--- src/verilog/pipe_isa_pkg.sv ---
/*
 * tiny_pipe instruction set: data and address widths, instruction
 * field positions and the opcode encoding of the five instructions
 */

package pipe_isa_pkg;

  // ==============================
  // widths
  // ==============================

  localparam int WORD_W  = 16;
  localparam int INSTR_W = 16;
  localparam int RADDR_W = 3;
  localparam int PC_W    = 8;
  localparam int IMM_W   = 7;
  localparam int OP_W    = 3;

  typedef logic [WORD_W-1:0]         word_t;
  typedef logic [INSTR_W-1:0]        instr_t;
  typedef logic [RADDR_W-1:0]        reg_addr_t;
  typedef logic [PC_W-1:0]           pc_t;
  typedef logic signed [IMM_W-1:0]   imm_t;

  // ==============================
  // instruction fields
  // ==============================

  // opcode sits in the top three bits, then rd, rs and the low field
  localparam int OP_LSB  = 13;
  localparam int RD_LSB  = 10;
  localparam int RS_LSB  = 7;
  // rt for ADD and MUL is the low three bits of the immediate field
  localparam int RT_LSB  = 0;
  localparam int IMM_LSB = 0;

  typedef enum logic [OP_W-1:0] {
    NOP  = 3'd0,
    ADD  = 3'd1,
    ADDI = 3'd2,
    MUL  = 3'd3,
    JMP  = 3'd4
  } opcode_e;

endpackage

--- src/verilog/pipe_cfg_pkg.sv ---
/*
 * tiny_pipe microarchitecture constants and the state encoding of the
 * iterative multiplier in execute
 */

package pipe_cfg_pkg;

  // size of the register file
  localparam int NUM_REGS = 8;

  // first instruction address fetched after reset
  localparam int unsigned RESET_PC = 0;

  // cycles a MUL spends in execute
  localparam int MUL_CYCLES = 3;
  // multiplier bits consumed per cycle, ceil(16 / MUL_CYCLES)
  localparam int MUL_STEP_BITS = 6;
  // width of the step counter, enough to count to MUL_CYCLES-1
  localparam int MUL_CNT_W = 2;

  // multiplier sequencing in execute
  typedef enum logic {
    IDLE     = 1'b0,
    MUL_BUSY = 1'b1
  } exec_state_e;

endpackage

--- src/verilog/pipe_ctrl.sv ---
/*
 * pipe_ctrl holds the valid bit of one pipeline stage and combines the
 * stall and squash requests of this stage and the stages behind it
 */

`timescale 1ns/1ps

module pipe_ctrl (
  input  logic clk,
  input  logic rst_n,

  // valid bit from the previous stage
  input  logic prev_val,
  // combined stall and squash going to the previous stage
  output logic prev_stall,
  output logic prev_squash,

  // enable for this stage's payload registers
  output logic curr_reg_en,
  output logic curr_val,
  input  logic curr_stall,
  input  logic curr_squash,

  // valid bit toward the next stage and its requests back to us
  output logic next_val,
  input  logic next_stall,
  input  logic next_squash
);

  logic val_en;

  // ==============================
  // valid bit
  // ==============================

  // the valid bit moves whenever this stage is free to advance, and a
  // squash from downstream always forces the load so the bubble lands
  assign val_en = !prev_stall || next_squash;

  // payload registers only need to load when a real instruction arrives
  assign curr_reg_en = (!prev_stall && prev_val) || next_squash;

  always_ff @(posedge clk or negedge rst_n) begin
    if (!rst_n) begin
      curr_val <= 1'b0;
    end else if (val_en) begin
      // a squashed slot comes in empty whatever the previous stage offered
      curr_val <= prev_val && !next_squash;
    end
  end

  // ==============================
  // stall and squash aggregation
  // ==============================

  // an instruction leaves only if nothing holds it and nothing kills it
  assign next_val = curr_val && !next_squash && !next_stall && !curr_stall;

  // bubbles never stall, and a stage being squashed has nothing to hold
  assign prev_stall = (next_stall || curr_stall) && curr_val && !next_squash;

  // our own squash is only issued once this stage really moves on,
  // otherwise a stalled squasher would fire again on the next cycle
  assign prev_squash = next_squash || (curr_squash && !next_stall && !curr_stall);

endmodule

--- src/verilog/fetch_stage.sv ---
/*
 * fetch stage: keeps the PC, captures the instruction from instruction
 * memory and jumps to the redirect target when execute squashes
 */

`timescale 1ns/1ps

module fetch_stage
  import pipe_isa_pkg::*, pipe_cfg_pkg::*;
(
  input  logic   clk,
  input  logic   rst_n,
  input  logic   next_stall,
  input  logic   next_squash,
  input  pc_t    redirect_pc,
  input  instr_t imem_data,
  output pc_t    imem_addr,
  output logic   f_val,
  output instr_t f_instr,
  output pc_t    f_pc
);

  logic f_reg_en;
  pc_t  pc;

  // fetch always has a new instruction to offer and raises no requests
  pipe_ctrl u_ctrl (
    .clk         (clk),
    .rst_n       (rst_n),
    .prev_val    (1'b1),
    .prev_stall  (),
    .prev_squash (),
    .curr_reg_en (f_reg_en),
    .curr_val    (),
    .curr_stall  (1'b0),
    .curr_squash (1'b0),
    .next_val    (f_val),
    .next_stall  (next_stall),
    .next_squash (next_squash)
  );

  // the PC steps along with the fetch register, a squash swaps in the
  // jump target so it shows on imem_addr right after the edge
  always_ff @(posedge clk or negedge rst_n) begin
    if (!rst_n) begin
      pc <= pc_t'(RESET_PC);
    end else if (f_reg_en) begin
      pc <= next_squash ? redirect_pc : pc + 1'b1;
    end
  end

  assign imem_addr = pc;

  // instruction memory answers in the same cycle, so capture it directly
  always_ff @(posedge clk) begin
    if (f_reg_en) begin
      f_instr <= imem_data;
      f_pc    <= pc;
    end
  end

endmodule

--- src/verilog/decode_stage.sv ---
/*
 * decode stage: register file with write-through, field decode, operand
 * read and the read-after-write interlock against execute
 */

`timescale 1ns/1ps

module decode_stage
  import pipe_isa_pkg::*, pipe_cfg_pkg::*;
(
  input  logic      clk,
  input  logic      rst_n,
  input  logic      f_val,
  input  instr_t    f_instr,
  input  pc_t       f_pc,
  input  logic      next_stall,
  input  logic      next_squash,
  input  reg_addr_t x_dest,
  input  logic      x_dest_val,
  input  logic      rf_wen,
  input  reg_addr_t rf_waddr,
  input  word_t     rf_wdata,
  output logic      prev_stall,
  output logic      prev_squash,
  output logic      d_val,
  output opcode_e   d_op,
  output reg_addr_t d_rd,
  output word_t     d_a,
  output word_t     d_b,
  output pc_t       d_pc
);

  logic      d_reg_en;
  logic      raw_stall;
  instr_t    d_instr;
  reg_addr_t rs;
  reg_addr_t rt;
  imm_t      imm;
  word_t     rf [NUM_REGS];
  word_t     rt_data;

  pipe_ctrl u_ctrl (
    .clk         (clk),
    .rst_n       (rst_n),
    .prev_val    (f_val),
    .prev_stall  (prev_stall),
    .prev_squash (prev_squash),
    .curr_reg_en (d_reg_en),
    .curr_val    (),
    .curr_stall  (raw_stall),
    .curr_squash (1'b0),
    .next_val    (d_val),
    .next_stall  (next_stall),
    .next_squash (next_squash)
  );

  always_ff @(posedge clk) begin
    if (d_reg_en) begin
      d_instr <= f_instr;
      d_pc    <= f_pc;
    end
  end

  // ==============================
  // field decode
  // ==============================

  // opcodes outside the five known ones behave as NOP
  always_comb begin
    case (d_instr[OP_LSB +: OP_W])
      ADD:     d_op = ADD;
      ADDI:    d_op = ADDI;
      MUL:     d_op = MUL;
      JMP:     d_op = JMP;
      default: d_op = NOP;
    endcase
  end

  assign d_rd = d_instr[RD_LSB +: RADDR_W];
  assign rs   = d_instr[RS_LSB +: RADDR_W];
  assign rt   = d_instr[RT_LSB +: RADDR_W];
  assign imm  = d_instr[IMM_LSB +: IMM_W];

  // ==============================
  // register file
  // ==============================

  // all registers read as zero after reset
  always_ff @(posedge clk or negedge rst_n) begin
    if (!rst_n) begin
      for (int i = 0; i < NUM_REGS; i++) begin
        rf[i] <= '0;
      end
    end else if (rf_wen) begin
      rf[rf_waddr] <= rf_wdata;
    end
  end

  // writeback bypasses the array so this cycle's write is seen at once
  assign d_a     = (rf_wen && rf_waddr == rs) ? rf_wdata : rf[rs];
  assign rt_data = (rf_wen && rf_waddr == rt) ? rf_wdata : rf[rt];

  // ADDI and JMP carry the sign-extended immediate in the second operand
  assign d_b = (d_op == ADDI || d_op == JMP) ?
               {{(WORD_W-IMM_W){imm[IMM_W-1]}}, imm} : rt_data;

  // hold here while execute still owes a register this instruction reads,
  // writeback is covered by the write-through path
  assign raw_stall = x_dest_val &&
                     (((d_op == ADD || d_op == ADDI || d_op == MUL) && x_dest == rs) ||
                      ((d_op == ADD || d_op == MUL) && x_dest == rt));

endmodule

--- src/verilog/exec_stage.sv ---
/*
 * execute stage: one-cycle adder, shift-add multiplier sequenced over
 * several cycles, and jump resolution that squashes the front end
 */

`timescale 1ns/1ps

module exec_stage
  import pipe_isa_pkg::*, pipe_cfg_pkg::*;
(
  input  logic      clk,
  input  logic      rst_n,
  input  logic      d_val,
  input  opcode_e   d_op,
  input  reg_addr_t d_rd,
  input  word_t     d_a,
  input  word_t     d_b,
  input  pc_t       d_pc,
  input  logic      next_stall,
  input  logic      next_squash,
  output logic      prev_stall,
  output logic      prev_squash,
  output reg_addr_t x_dest,
  output logic      x_dest_val,
  output pc_t       redirect_pc,
  output logic      x_val,
  output reg_addr_t x_rd,
  output word_t     x_result,
  output logic      x_wen
);

  logic                 x_reg_en;
  logic                 x_curr_val;
  logic                 mul_stall;
  logic                 jmp_squash;
  opcode_e              x_op;
  word_t                x_a;
  word_t                x_b;
  pc_t                  x_pc;
  exec_state_e          state;
  logic [MUL_CNT_W-1:0] mul_cnt;
  word_t                mul_acc;
  word_t                step_sum;
  logic                 mul_go;
  logic                 mul_last;

  pipe_ctrl u_ctrl (
    .clk         (clk),
    .rst_n       (rst_n),
    .prev_val    (d_val),
    .prev_stall  (prev_stall),
    .prev_squash (prev_squash),
    .curr_reg_en (x_reg_en),
    .curr_val    (x_curr_val),
    .curr_stall  (mul_stall),
    .curr_squash (jmp_squash),
    .next_val    (x_val),
    .next_stall  (next_stall),
    .next_squash (next_squash)
  );

  always_ff @(posedge clk) begin
    if (x_reg_en) begin
      x_op <= d_op;
      x_rd <= d_rd;
      x_a  <= d_a;
      x_b  <= d_b;
      x_pc <= d_pc;
    end
  end

  // ==============================
  // multiplier
  // ==============================

  assign mul_go   = x_curr_val && x_op == MUL;
  assign mul_last = (mul_cnt == MUL_CNT_W'(MUL_CYCLES - 1));

  // one step adds the shifted multiplicand for each set bit in the
  // current slice of the multiplier, carries past bit 15 are dropped
  always_comb begin
    int unsigned bit_idx;
    step_sum = mul_acc;
    for (int i = 0; i < MUL_STEP_BITS; i++) begin
      bit_idx = mul_cnt * MUL_STEP_BITS + i;
      if (bit_idx < WORD_W && x_b[bit_idx]) begin
        step_sum = step_sum + (x_a << bit_idx);
      end
    end
  end

  // the last step is combinational, so a MUL stalls on all but its final cycle
  assign mul_stall = mul_go && !mul_last;

  always_ff @(posedge clk or negedge rst_n) begin
    if (!rst_n) begin
      state   <= IDLE;
      mul_cnt <= '0;
      mul_acc <= '0;
    end else begin
      case (state)
        IDLE: begin
          if (mul_stall) begin
            state   <= MUL_BUSY;
            mul_cnt <= mul_cnt + 1'b1;
            mul_acc <= step_sum;
          end
        end
        MUL_BUSY: begin
          if (!mul_last) begin
            mul_cnt <= mul_cnt + 1'b1;
            mul_acc <= step_sum;
          end else if (!next_stall) begin
            // product handed to writeback, clear for the next MUL
            state   <= IDLE;
            mul_cnt <= '0;
            mul_acc <= '0;
          end
        end
        default: state <= IDLE;
      endcase
    end
  end

  // ==============================
  // result and jump
  // ==============================

  always_comb begin
    case (x_op)
      ADD, ADDI: x_result = x_a + x_b;
      MUL:       x_result = step_sum;
      default:   x_result = '0;
    endcase
  end

  assign x_wen = (x_op == ADD || x_op == ADDI || x_op == MUL);

  // destination seen by the decode interlock
  assign x_dest     = x_rd;
  assign x_dest_val = x_curr_val && x_wen;

  // jump target is relative to the JMP itself and wraps in the PC width
  assign jmp_squash  = x_curr_val && x_op == JMP;
  assign redirect_pc = x_pc + pc_t'(x_b);

endmodule

--- src/verilog/wb_stage.sv ---
/*
 * writeback stage: registers the execute result and drives both the
 * register-file write and the external writeback port
 */

`timescale 1ns/1ps

module wb_stage
  import pipe_isa_pkg::*;
(
  input  logic      clk,
  input  logic      rst_n,
  input  logic      x_val,
  input  reg_addr_t x_rd,
  input  word_t     x_result,
  input  logic      x_wen,
  output logic      prev_stall,
  output logic      prev_squash,
  output logic      rf_wen,
  output reg_addr_t rf_waddr,
  output word_t     rf_wdata,
  output logic      wb_val,
  output reg_addr_t wb_addr,
  output word_t     wb_data
);

  logic      w_reg_en;
  logic      w_curr_val;
  logic      w_wen;
  reg_addr_t w_rd;
  word_t     w_result;

  // last stage, so nothing behind it can stall or squash
  pipe_ctrl u_ctrl (
    .clk         (clk),
    .rst_n       (rst_n),
    .prev_val    (x_val),
    .prev_stall  (prev_stall),
    .prev_squash (prev_squash),
    .curr_reg_en (w_reg_en),
    .curr_val    (w_curr_val),
    .curr_stall  (1'b0),
    .curr_squash (1'b0),
    .next_val    (),
    .next_stall  (1'b0),
    .next_squash (1'b0)
  );

  always_ff @(posedge clk) begin
    if (w_reg_en) begin
      w_wen    <= x_wen;
      w_rd     <= x_rd;
      w_result <= x_result;
    end
  end

  // only a valid instruction with a destination commits
  assign rf_wen   = w_curr_val && w_wen;
  assign rf_waddr = w_rd;
  assign rf_wdata = w_result;

  // the outside sees exactly what goes into the register file
  assign wb_val  = rf_wen;
  assign wb_addr = w_rd;
  assign wb_data = w_result;

endmodule

--- src/verilog/tiny_pipe.sv ---
/*
 * tiny_pipe top level: four-stage in-order pipeline built from fetch,
 * decode, execute and writeback with stall and squash chained backward
 */

`timescale 1ns/1ps

module tiny_pipe
  import pipe_isa_pkg::*;
(
  input  logic      clk,
  input  logic      rst_n,
  input  instr_t    imem_data,
  output pc_t       imem_addr,
  output logic      wb_val,
  output reg_addr_t wb_addr,
  output word_t     wb_data
);

  // ==============================
  // stage to stage signals
  // ==============================

  // fetch to decode
  logic      f_val;
  instr_t    f_instr;
  pc_t       f_pc;

  // decode to execute, and the requests coming back
  logic      d_val;
  opcode_e   d_op;
  reg_addr_t d_rd;
  word_t     d_a;
  word_t     d_b;
  pc_t       d_pc;
  logic      d_stall;
  logic      d_squash;

  // execute to writeback, interlock info and jump target
  logic      x_val;
  reg_addr_t x_rd;
  word_t     x_result;
  logic      x_wen;
  reg_addr_t x_dest;
  logic      x_dest_val;
  pc_t       redirect_pc;
  logic      x_stall;
  logic      x_squash;

  // writeback back to execute and into the register file
  logic      w_stall;
  logic      w_squash;
  logic      rf_wen;
  reg_addr_t rf_waddr;
  word_t     rf_wdata;

  fetch_stage u_fetch (
    .clk         (clk),
    .rst_n       (rst_n),
    .next_stall  (d_stall),
    .next_squash (d_squash),
    .redirect_pc (redirect_pc),
    .imem_data   (imem_data),
    .imem_addr   (imem_addr),
    .f_val       (f_val),
    .f_instr     (f_instr),
    .f_pc        (f_pc)
  );

  decode_stage u_decode (
    .clk         (clk),
    .rst_n       (rst_n),
    .f_val       (f_val),
    .f_instr     (f_instr),
    .f_pc        (f_pc),
    .next_stall  (x_stall),
    .next_squash (x_squash),
    .x_dest      (x_dest),
    .x_dest_val  (x_dest_val),
    .rf_wen      (rf_wen),
    .rf_waddr    (rf_waddr),
    .rf_wdata    (rf_wdata),
    .prev_stall  (d_stall),
    .prev_squash (d_squash),
    .d_val       (d_val),
    .d_op        (d_op),
    .d_rd        (d_rd),
    .d_a         (d_a),
    .d_b         (d_b),
    .d_pc        (d_pc)
  );

  exec_stage u_exec (
    .clk         (clk),
    .rst_n       (rst_n),
    .d_val       (d_val),
    .d_op        (d_op),
    .d_rd        (d_rd),
    .d_a         (d_a),
    .d_b         (d_b),
    .d_pc        (d_pc),
    .next_stall  (w_stall),
    .next_squash (w_squash),
    .prev_stall  (x_stall),
    .prev_squash (x_squash),
    .x_dest      (x_dest),
    .x_dest_val  (x_dest_val),
    .redirect_pc (redirect_pc),
    .x_val       (x_val),
    .x_rd        (x_rd),
    .x_result    (x_result),
    .x_wen       (x_wen)
  );

  wb_stage u_wb (
    .clk         (clk),
    .rst_n       (rst_n),
    .x_val       (x_val),
    .x_rd        (x_rd),
    .x_result    (x_result),
    .x_wen       (x_wen),
    .prev_stall  (w_stall),
    .prev_squash (w_squash),
    .rf_wen      (rf_wen),
    .rf_waddr    (rf_waddr),
    .rf_wdata    (rf_wdata),
    .wb_val      (wb_val),
    .wb_addr     (wb_addr),
    .wb_data     (wb_data)
  );

endmodule

--- config.mk ---
export PLATFORM = sky130hd
export DESIGN_NAME = tiny_pipe
export DESIGN_NICKNAME = d
export VERILOG_FILES = /design/src/verilog/pipe_isa_pkg.sv /design/src/verilog/pipe_cfg_pkg.sv /design/src/verilog/pipe_ctrl.sv /design/src/verilog/fetch_stage.sv /design/src/verilog/decode_stage.sv /design/src/verilog/exec_stage.sv /design/src/verilog/wb_stage.sv /design/src/verilog/tiny_pipe.sv
export SDC_FILE = /design/constraint.sdc
export NUM_CORES = 1
export LEC_CHECK = 0
export BUFFER_PORTS_ARGS = -buffer_cell sky130_fd_sc_hd__clkbuf_2
export CAP_MARGIN = 30
export CORE_ASPECT_RATIO = 1.2
export CORE_MARGIN = 2
export CORE_UTILIZATION = 50
export CTS_CLUSTER_SIZE = 30
export DETAILED_ROUTE_END_ITERATION = 7
export GPL_ROUTABILITY_DRIVEN = 0
export PLACE_DENSITY = 0.76
export SLEW_MARGIN = 20
export SYNTH_ARGS = -nofsm -noshare
export SYNTH_HDL_FRONTEND = slang
export SYNTH_HIERARCHICAL = 1
export SYNTH_SLANG_ARGS = --single-unit
--- constraint.sdc ---
create_clock -name clk -period 18.5 [get_ports clk]
set_clock_uncertainty 0.05 [all_clocks]
set_input_delay 1.85 -clock clk [delete_from_list [all_inputs] [get_ports clk]]
set_output_delay 1.85 -clock clk [all_outputs]
set_load 0.02 [all_outputs]
After elaboration in Yosys (flattened, before gate mapping)
Cells that the tools add are included.
{"block": "classes", "addsub": 15, "multipliers": 1, "order_cmp": 16, "eq_ne": 18, "shifts": 6, "n_mux": 42, "bitwise": 4, "n_reduce_logical": 51}
{"cell": "less-than comparator 32 x 5 -> 1 bit (second input constant)", "n": 10}
{"cell": "2-to-1 mux 16 bit", "n": 16}
{"cell": "left shift 16 x 32 -> 16 bit", "n": 5}
{"cell": "bitwise mux 128 bit", "n": 1}
{"cell": "adder 16 bit", "n": 7}
{"cell": "binary-select mux 16 bit (select 3 bit)", "n": 2}
{"cell": "one-hot mux 16 bit (2 select lines)", "n": 2}
{"cell": "demux 16 bit (select 3 bit)", "n": 1}
{"cell": "logical AND 1 bit", "n": 32}
{"cell": "binary-select mux 1 bit (select 4 bit)", "n": 5}
{"cell": "equality test 3 x 2 -> 1 bit (second input constant)", "n": 6}
{"cell": "left shift 16 x 5 -> 16 bit", "n": 1}
{"cell": "adder 5 x 2 -> 6 bit (second input constant)", "n": 2}
{"cell": "adder 5 x 3 -> 6 bit (second input constant)", "n": 2}
{"cell": "equality test 3 bit", "n": 4}
{"cell": "greater-or-equal comparator 4 bit (second input constant)", "n": 3}
{"cell": "inverter 3 -> 4 bit", "n": 3}
{"cell": "one-hot mux 3 bit (4 select lines)", "n": 1}
{"cell": "logical OR 1 bit", "n": 11}
{"cell": "less-than comparator 5 bit (second input constant)", "n": 2}
{"cell": "equality test 3 x 1 -> 1 bit (second input constant)", "n": 3}
{"cell": "equality test 3 bit (second input constant)", "n": 3}
{"cell": "adder 8 x 1 -> 8 bit (second input constant)", "n": 1}
{"cell": "adder 8 bit", "n": 1}
{"cell": "other kinds (15)", "n": 29}
{"block": "word_totals", "reg_bits": 273, "input_bits": 18, "output_inout_bits": 28, "word_cells": 181}

Logic depth before layout (Yosys ltp)
{"block": "depth", "depth_word": 17, "depth_mapped": 64, "depth_no_buf": 56}

Modules after synthesis
The synthesis kept the hierarchy.
{"mod": "exec_stage", "instances": 1, "cells_per_inst": 1281, "area_each_um2": 10104.7, "seq_area_each_um2": 1856.8}
{"mod": "decode_stage", "instances": 1, "cells_per_inst": 541, "area_each_um2": 8127.8, "seq_area_each_um2": 3923.8}
{"mod": "fetch_stage", "instances": 1, "cells_per_inst": 81, "area_each_um2": 1223.7, "seq_area_each_um2": 920.9}
{"mod": "wb_stage", "instances": 1, "cells_per_inst": 42, "area_each_um2": 760.7, "seq_area_each_um2": 600.6}
{"mod": "pipe_ctrl", "instances": 4, "cells_per_inst": 10, "area_each_um2": 83.8, "seq_area_each_um2": 25.0}

Worst setup path after synthesis
OpenSTA, ideal clock, no wires.
{"block": "synth_path", "path_kind": "reg-to-reg", "from": "register u_exec.mul_cnt[0]", "to": "register u_wb.w_result[15] (netlist: u_wb/rf_wdata[15]), data pin", "setup_ns": 0.264, "arrival_time_ns": 11.782, "setup_slack_ns": 6.404, "stages_incl_launch_ff": 63, "n_path_buf": 9, "synth_period_minus_slack_ns": 12.096, "path_cell_list": "dfrtp_1 > buf_4 > buf_6 > buf_2 > inv_1 > clkbuf_1 > ha_1 > buf_6 > clkbuf_1 > clkbuf_1 > clkbuf_1 > clkbuf_1 > nor3_1 > ha_1 > ha_1 > a21oi_1 > maj3_1 > a21oi_1 > [... 27 more ...] > a22oi_1 > o21ai_0 > ha_1 > o41a_1 > xnor2_1 > nor2_1 > or2_2 > ha_1 > nor3_1 > o211a_1 > nor3_1 > a31o_2 > xnor2_1 > nor2_1 > xnor2_1 > xor3_1 > xor2_1 > o2bb2ai_1"}
{"block": "synth_between", "elab_chain_cells": 16, "word_cells_on_any_way": 49, "cone_classes": "11 x add/sub; 1 x mul; 6 x order compare; 6 x shift; 19 x mux; 6 x reduce/logical"}
{"item": "start, declared", "line": "exec_stage.sv:41", "source": "logic [MUL_CNT_W-1:0] mul_cnt;"}
{"item": "start signal, assigned", "line": "exec_stage.sv:105", "source": "mul_cnt <= mul_cnt + 1'b1;"}
{"item": "start signal, assigned", "line": "exec_stage.sv:111", "source": "mul_cnt <= mul_cnt + 1'b1;"}
{"item": "multiplier 2 x 2 -> 4 bit *", "line": "exec_stage.sv:85", "source": "bit_idx = mul_cnt * MUL_STEP_BITS + i;"}
{"item": "branches (longest 13 deep; another with adder 16 bit)"}
{"item": "2-to-1 mux 16 bit *", "line": "exec_stage.sv:86", "source": "if (bit_idx < WORD_W && x_b[bit_idx]) begin"}
{"item": "one-hot mux 16 bit (2 select lines) *", "line": "exec_stage.sv:130", "source": "case (x_op)"}
{"item": "via x_result[15]", "line": "tiny_pipe.sv:42", "source": "word_t x_result;"}
{"item": "end signal, assigned", "line": "wb_stage.sv:53", "source": "w_result <= x_result;"}
{"item": "end, declared", "line": "wb_stage.sv:31", "source": "word_t w_result;"}
Mark *: on every way through the listed nets, which the timed path passes. The select of a mux whose other input is x is not followed.
A chain may end at the register's enable or synchronous reset.

Worst setup path in the final report
Ends and elaborated chain as after synthesis.

==> impl_results.md <==
* Status: completed
* Cell count after synthesis at 1981
* Switching Fraction at 47.8%
* Number of global-route vias before repair at 15900
* Fillers at 3380
* CTS tree: done
* Post-route ant nets at 0
* Die span in x at 189 um
* Post-CTS Setup Bufs at 0
* Post-layout net count at 2095
* Layout cells sized above 1 at 19.1%
* Post-DR vias/cell at 6.44
* Syn Std Cell Area at between 0.02 and 0.025 sq mm
* Largest net degree at the start of global routing at 90
* Slew @ Worst Pin at slightly below 1 ns
* Reg2reg end: u_wb/rf_wdata[15]
* Maximum vdd ir drop at 131 uV
* Worst-path clk slew at 0.07 ns
* DP HPWL at 40.0 mm
* Finished Layout Cells at 2521
* First-pass GRT wire length at between 80 and 90 mm
* Area Overhead vs Synth at 7.20%
* Hold Buf Count CTS at 0
* Kind of critical path: flip-flop to flip-flop
* Via count at 16200
* Slew margin rel. at 34.9%
* Clock root buffer: clkbuf_16
* Max H-tree Level at 1
* Comb power frac at between 60 and 70%
* Post-CTS Resized at 0
* Worst-case clock buffer depth at 3
* Sink Count at 273
* CORE AREA at 0.0406 sq mm
* Number of buffers created by CTS at 27
* Seq pwr share at about a fifth
* Ant. Diodes at 0
* I/O Buffers at 45
* Hold slack at 0.366 ns
* Final min period at 12.70 ns
* Cells after DPL at between 2000 and 2500
* Max-cap viol count at 0
* Mean Syn Cell Area at 10.4 sq um
* R2R setup slack at 5.80 ns
* Ys Warns at 6
* First-pass iteration count of the detailed router at 6
* RR Startpoint: u_exec/mul_cnt[0]
* R2R cell count at 55
* Setup Viol. Count Final at 0
* Drt initial violations at approximately 1700
* Global route total overflow at 0
* RSZ-0062 raised after global routing: false
* DIE AREA at around 0.043 sq mm
* CP Capture Type: flip-flop
* Detailed Route WL at 55.2 mm
* Ports at between 40 and 50
* Avg WL per Cell at 21.9 um
* CP Data Required Time at 18.75 ns
* Worst hold stages at 0
* CP max FO at 54
* Initial antenna violation count at 0
* Part of the power in the clock network at approximately 15%
* Startpoint types: flip-flop
* Num rows at 81
* GRT Overall Usage at ~26%
* Fin. max-slew vios at 0
* Die height at 226 um
* Max Freq at 0.0788 GHz
* Initial Util at 50.5%
* DR DRC count at 0
* Hold Vio Cnt, Final at 0
* Hold EP: u_decode/d_instr[1]
* Hold Crit Start: u_fetch/f_instr[1]
* Worst hold path type: flip-flop to flip-flop
* Int Power at 2.04 mW
* Leakage at between 9 and 10 nW
* Net Sw Power at 1.87 mW
* Slowest cell delay on critical path at around 0.56 ns
* TNS Setup at 0 ns
* Final Util at between 50% and 60%
* Clk_lat worst skew at 0.59 ns
* Final worst-path cycle share at 68.6%
* CP arrival at 12.95 ns
* CP max-delay cell: buf_4
* PD cells at between 150 and 200 mW/mm^2
layout by cell type (no fill, tap or decap), types with 57 or more instances in the layout:
cell type / n
mux4_2: 57
edfxtp_1: 114
a21oi_1: 124
xnor2_1: 78
o21ai_0: 72
dfrtp_1: 158
inv_1: 72
nand2_1: 163
ha_1: 109
nor2_1: 168
mux2_2: 135
state kept, by name, summed over array words and instances (netlist names), 8 cells and up:
signal / flops
u_exec/x_a: 16
u_decode/rf: 128
u_decode/d_pc: 8
u_fetch/f_instr: 16
u_exec/x_b: 16
u_decode/d_instr: 16
u_fetch/imem_addr: 8
u_fetch/f_pc: 8
u_exec/mul_acc: 16
u_exec/x_pc: 8
u_wb/rf_wdata: 16
worst max-delay path, delay by kind of cell (launching register included):
kind	cells	cell delay [ns]
adders and majority gates	8	2.39
and+or+nand+nor	15	3.04
xor gates and xnor gates	11	2.09
buffers and inverters	3	1.00
DFF	1	0.34
muxes	1	0.13
AOI/OAI and AO/OA	17	3.35
metrics by stage:
stage / setup WS, ns / total power [mW] / instance area, sq um
after floorplan: 6.40 / 2.67 / 20600
after global placement: 6.29 / 3.17 / 20900
after detailed placement: 5.92 / 3.25 / 20900
after CTS: 5.85 / 3.86 / 21900
after global routing: 4.74 / 4.17 / 22000
final: 5.80 / 3.92 / 22000
routing by layer:
| layer | GRT usage (%) | vias to the layer above | part of all wire [%] |
|---|---|---|---|
| met5 | 0 | - | 0 |
| met4 | 14.9 | 0 | 5.8 |
| met3 | 3.75 | 215 | 7.3 |
| met2 | 44.3 | 771 | 49 |
| met1 | 30.8 | 7914 | 38 |
| li1 | - | 7323 | - |
worst max path at each step:
stage | start | endpoint | slack, ns
after floorplan | u_exec/mul_cnt[0] | u_wb/rf_wdata[15] | 6.40
after global placement | u_exec/mul_cnt[0] | u_wb/rf_wdata[15] | 6.29
after detailed placement | u_exec/mul_cnt[0] | u_wb/rf_wdata[15] | 5.92
after CTS | u_exec/mul_cnt[0] | u_wb/rf_wdata[15] | 5.85
after global routing | u_exec/mul_cnt[0] | u_wb/rf_wdata[15] | 4.74
final | u_exec/mul_cnt[0] | u_wb/rf_wdata[15] | 5.80
power by group through the flow:
| stage | clock (mW) | combinational, mW | sequential, mW |
|---|---|---|---|
| CTS | 0.610 | 2.47 | 0.778 |
| detailed placement | 0 | 2.46 | 0.788 |
| global route | 0.631 | 2.76 | 0.786 |
| global placement | 0 | 2.38 | 0.785 |
| finish | 0.599 | 2.54 | 0.780 |
| floorplan | 0 | 1.92 | 0.749 |
final cells by class:
| class | count | area, sq um | area share, % |
|---|---|---|---|
| multi-input cells | 1507 | 12100 | 55.2 |
| flip-flops and latches | 273 | 7400 | 33.6 |
| clock buffers | 32 | 747 | 3.39 |
| well taps | 539 | 674 | 3.06 |
| repair buffers | 78 | 539 | 2.45 |
| inverters | 74 | 278 | 1.26 |
| clock inverters | 18 | 228 | 1.03 |
Note: power is estimated with default switching activity, not from simulation.
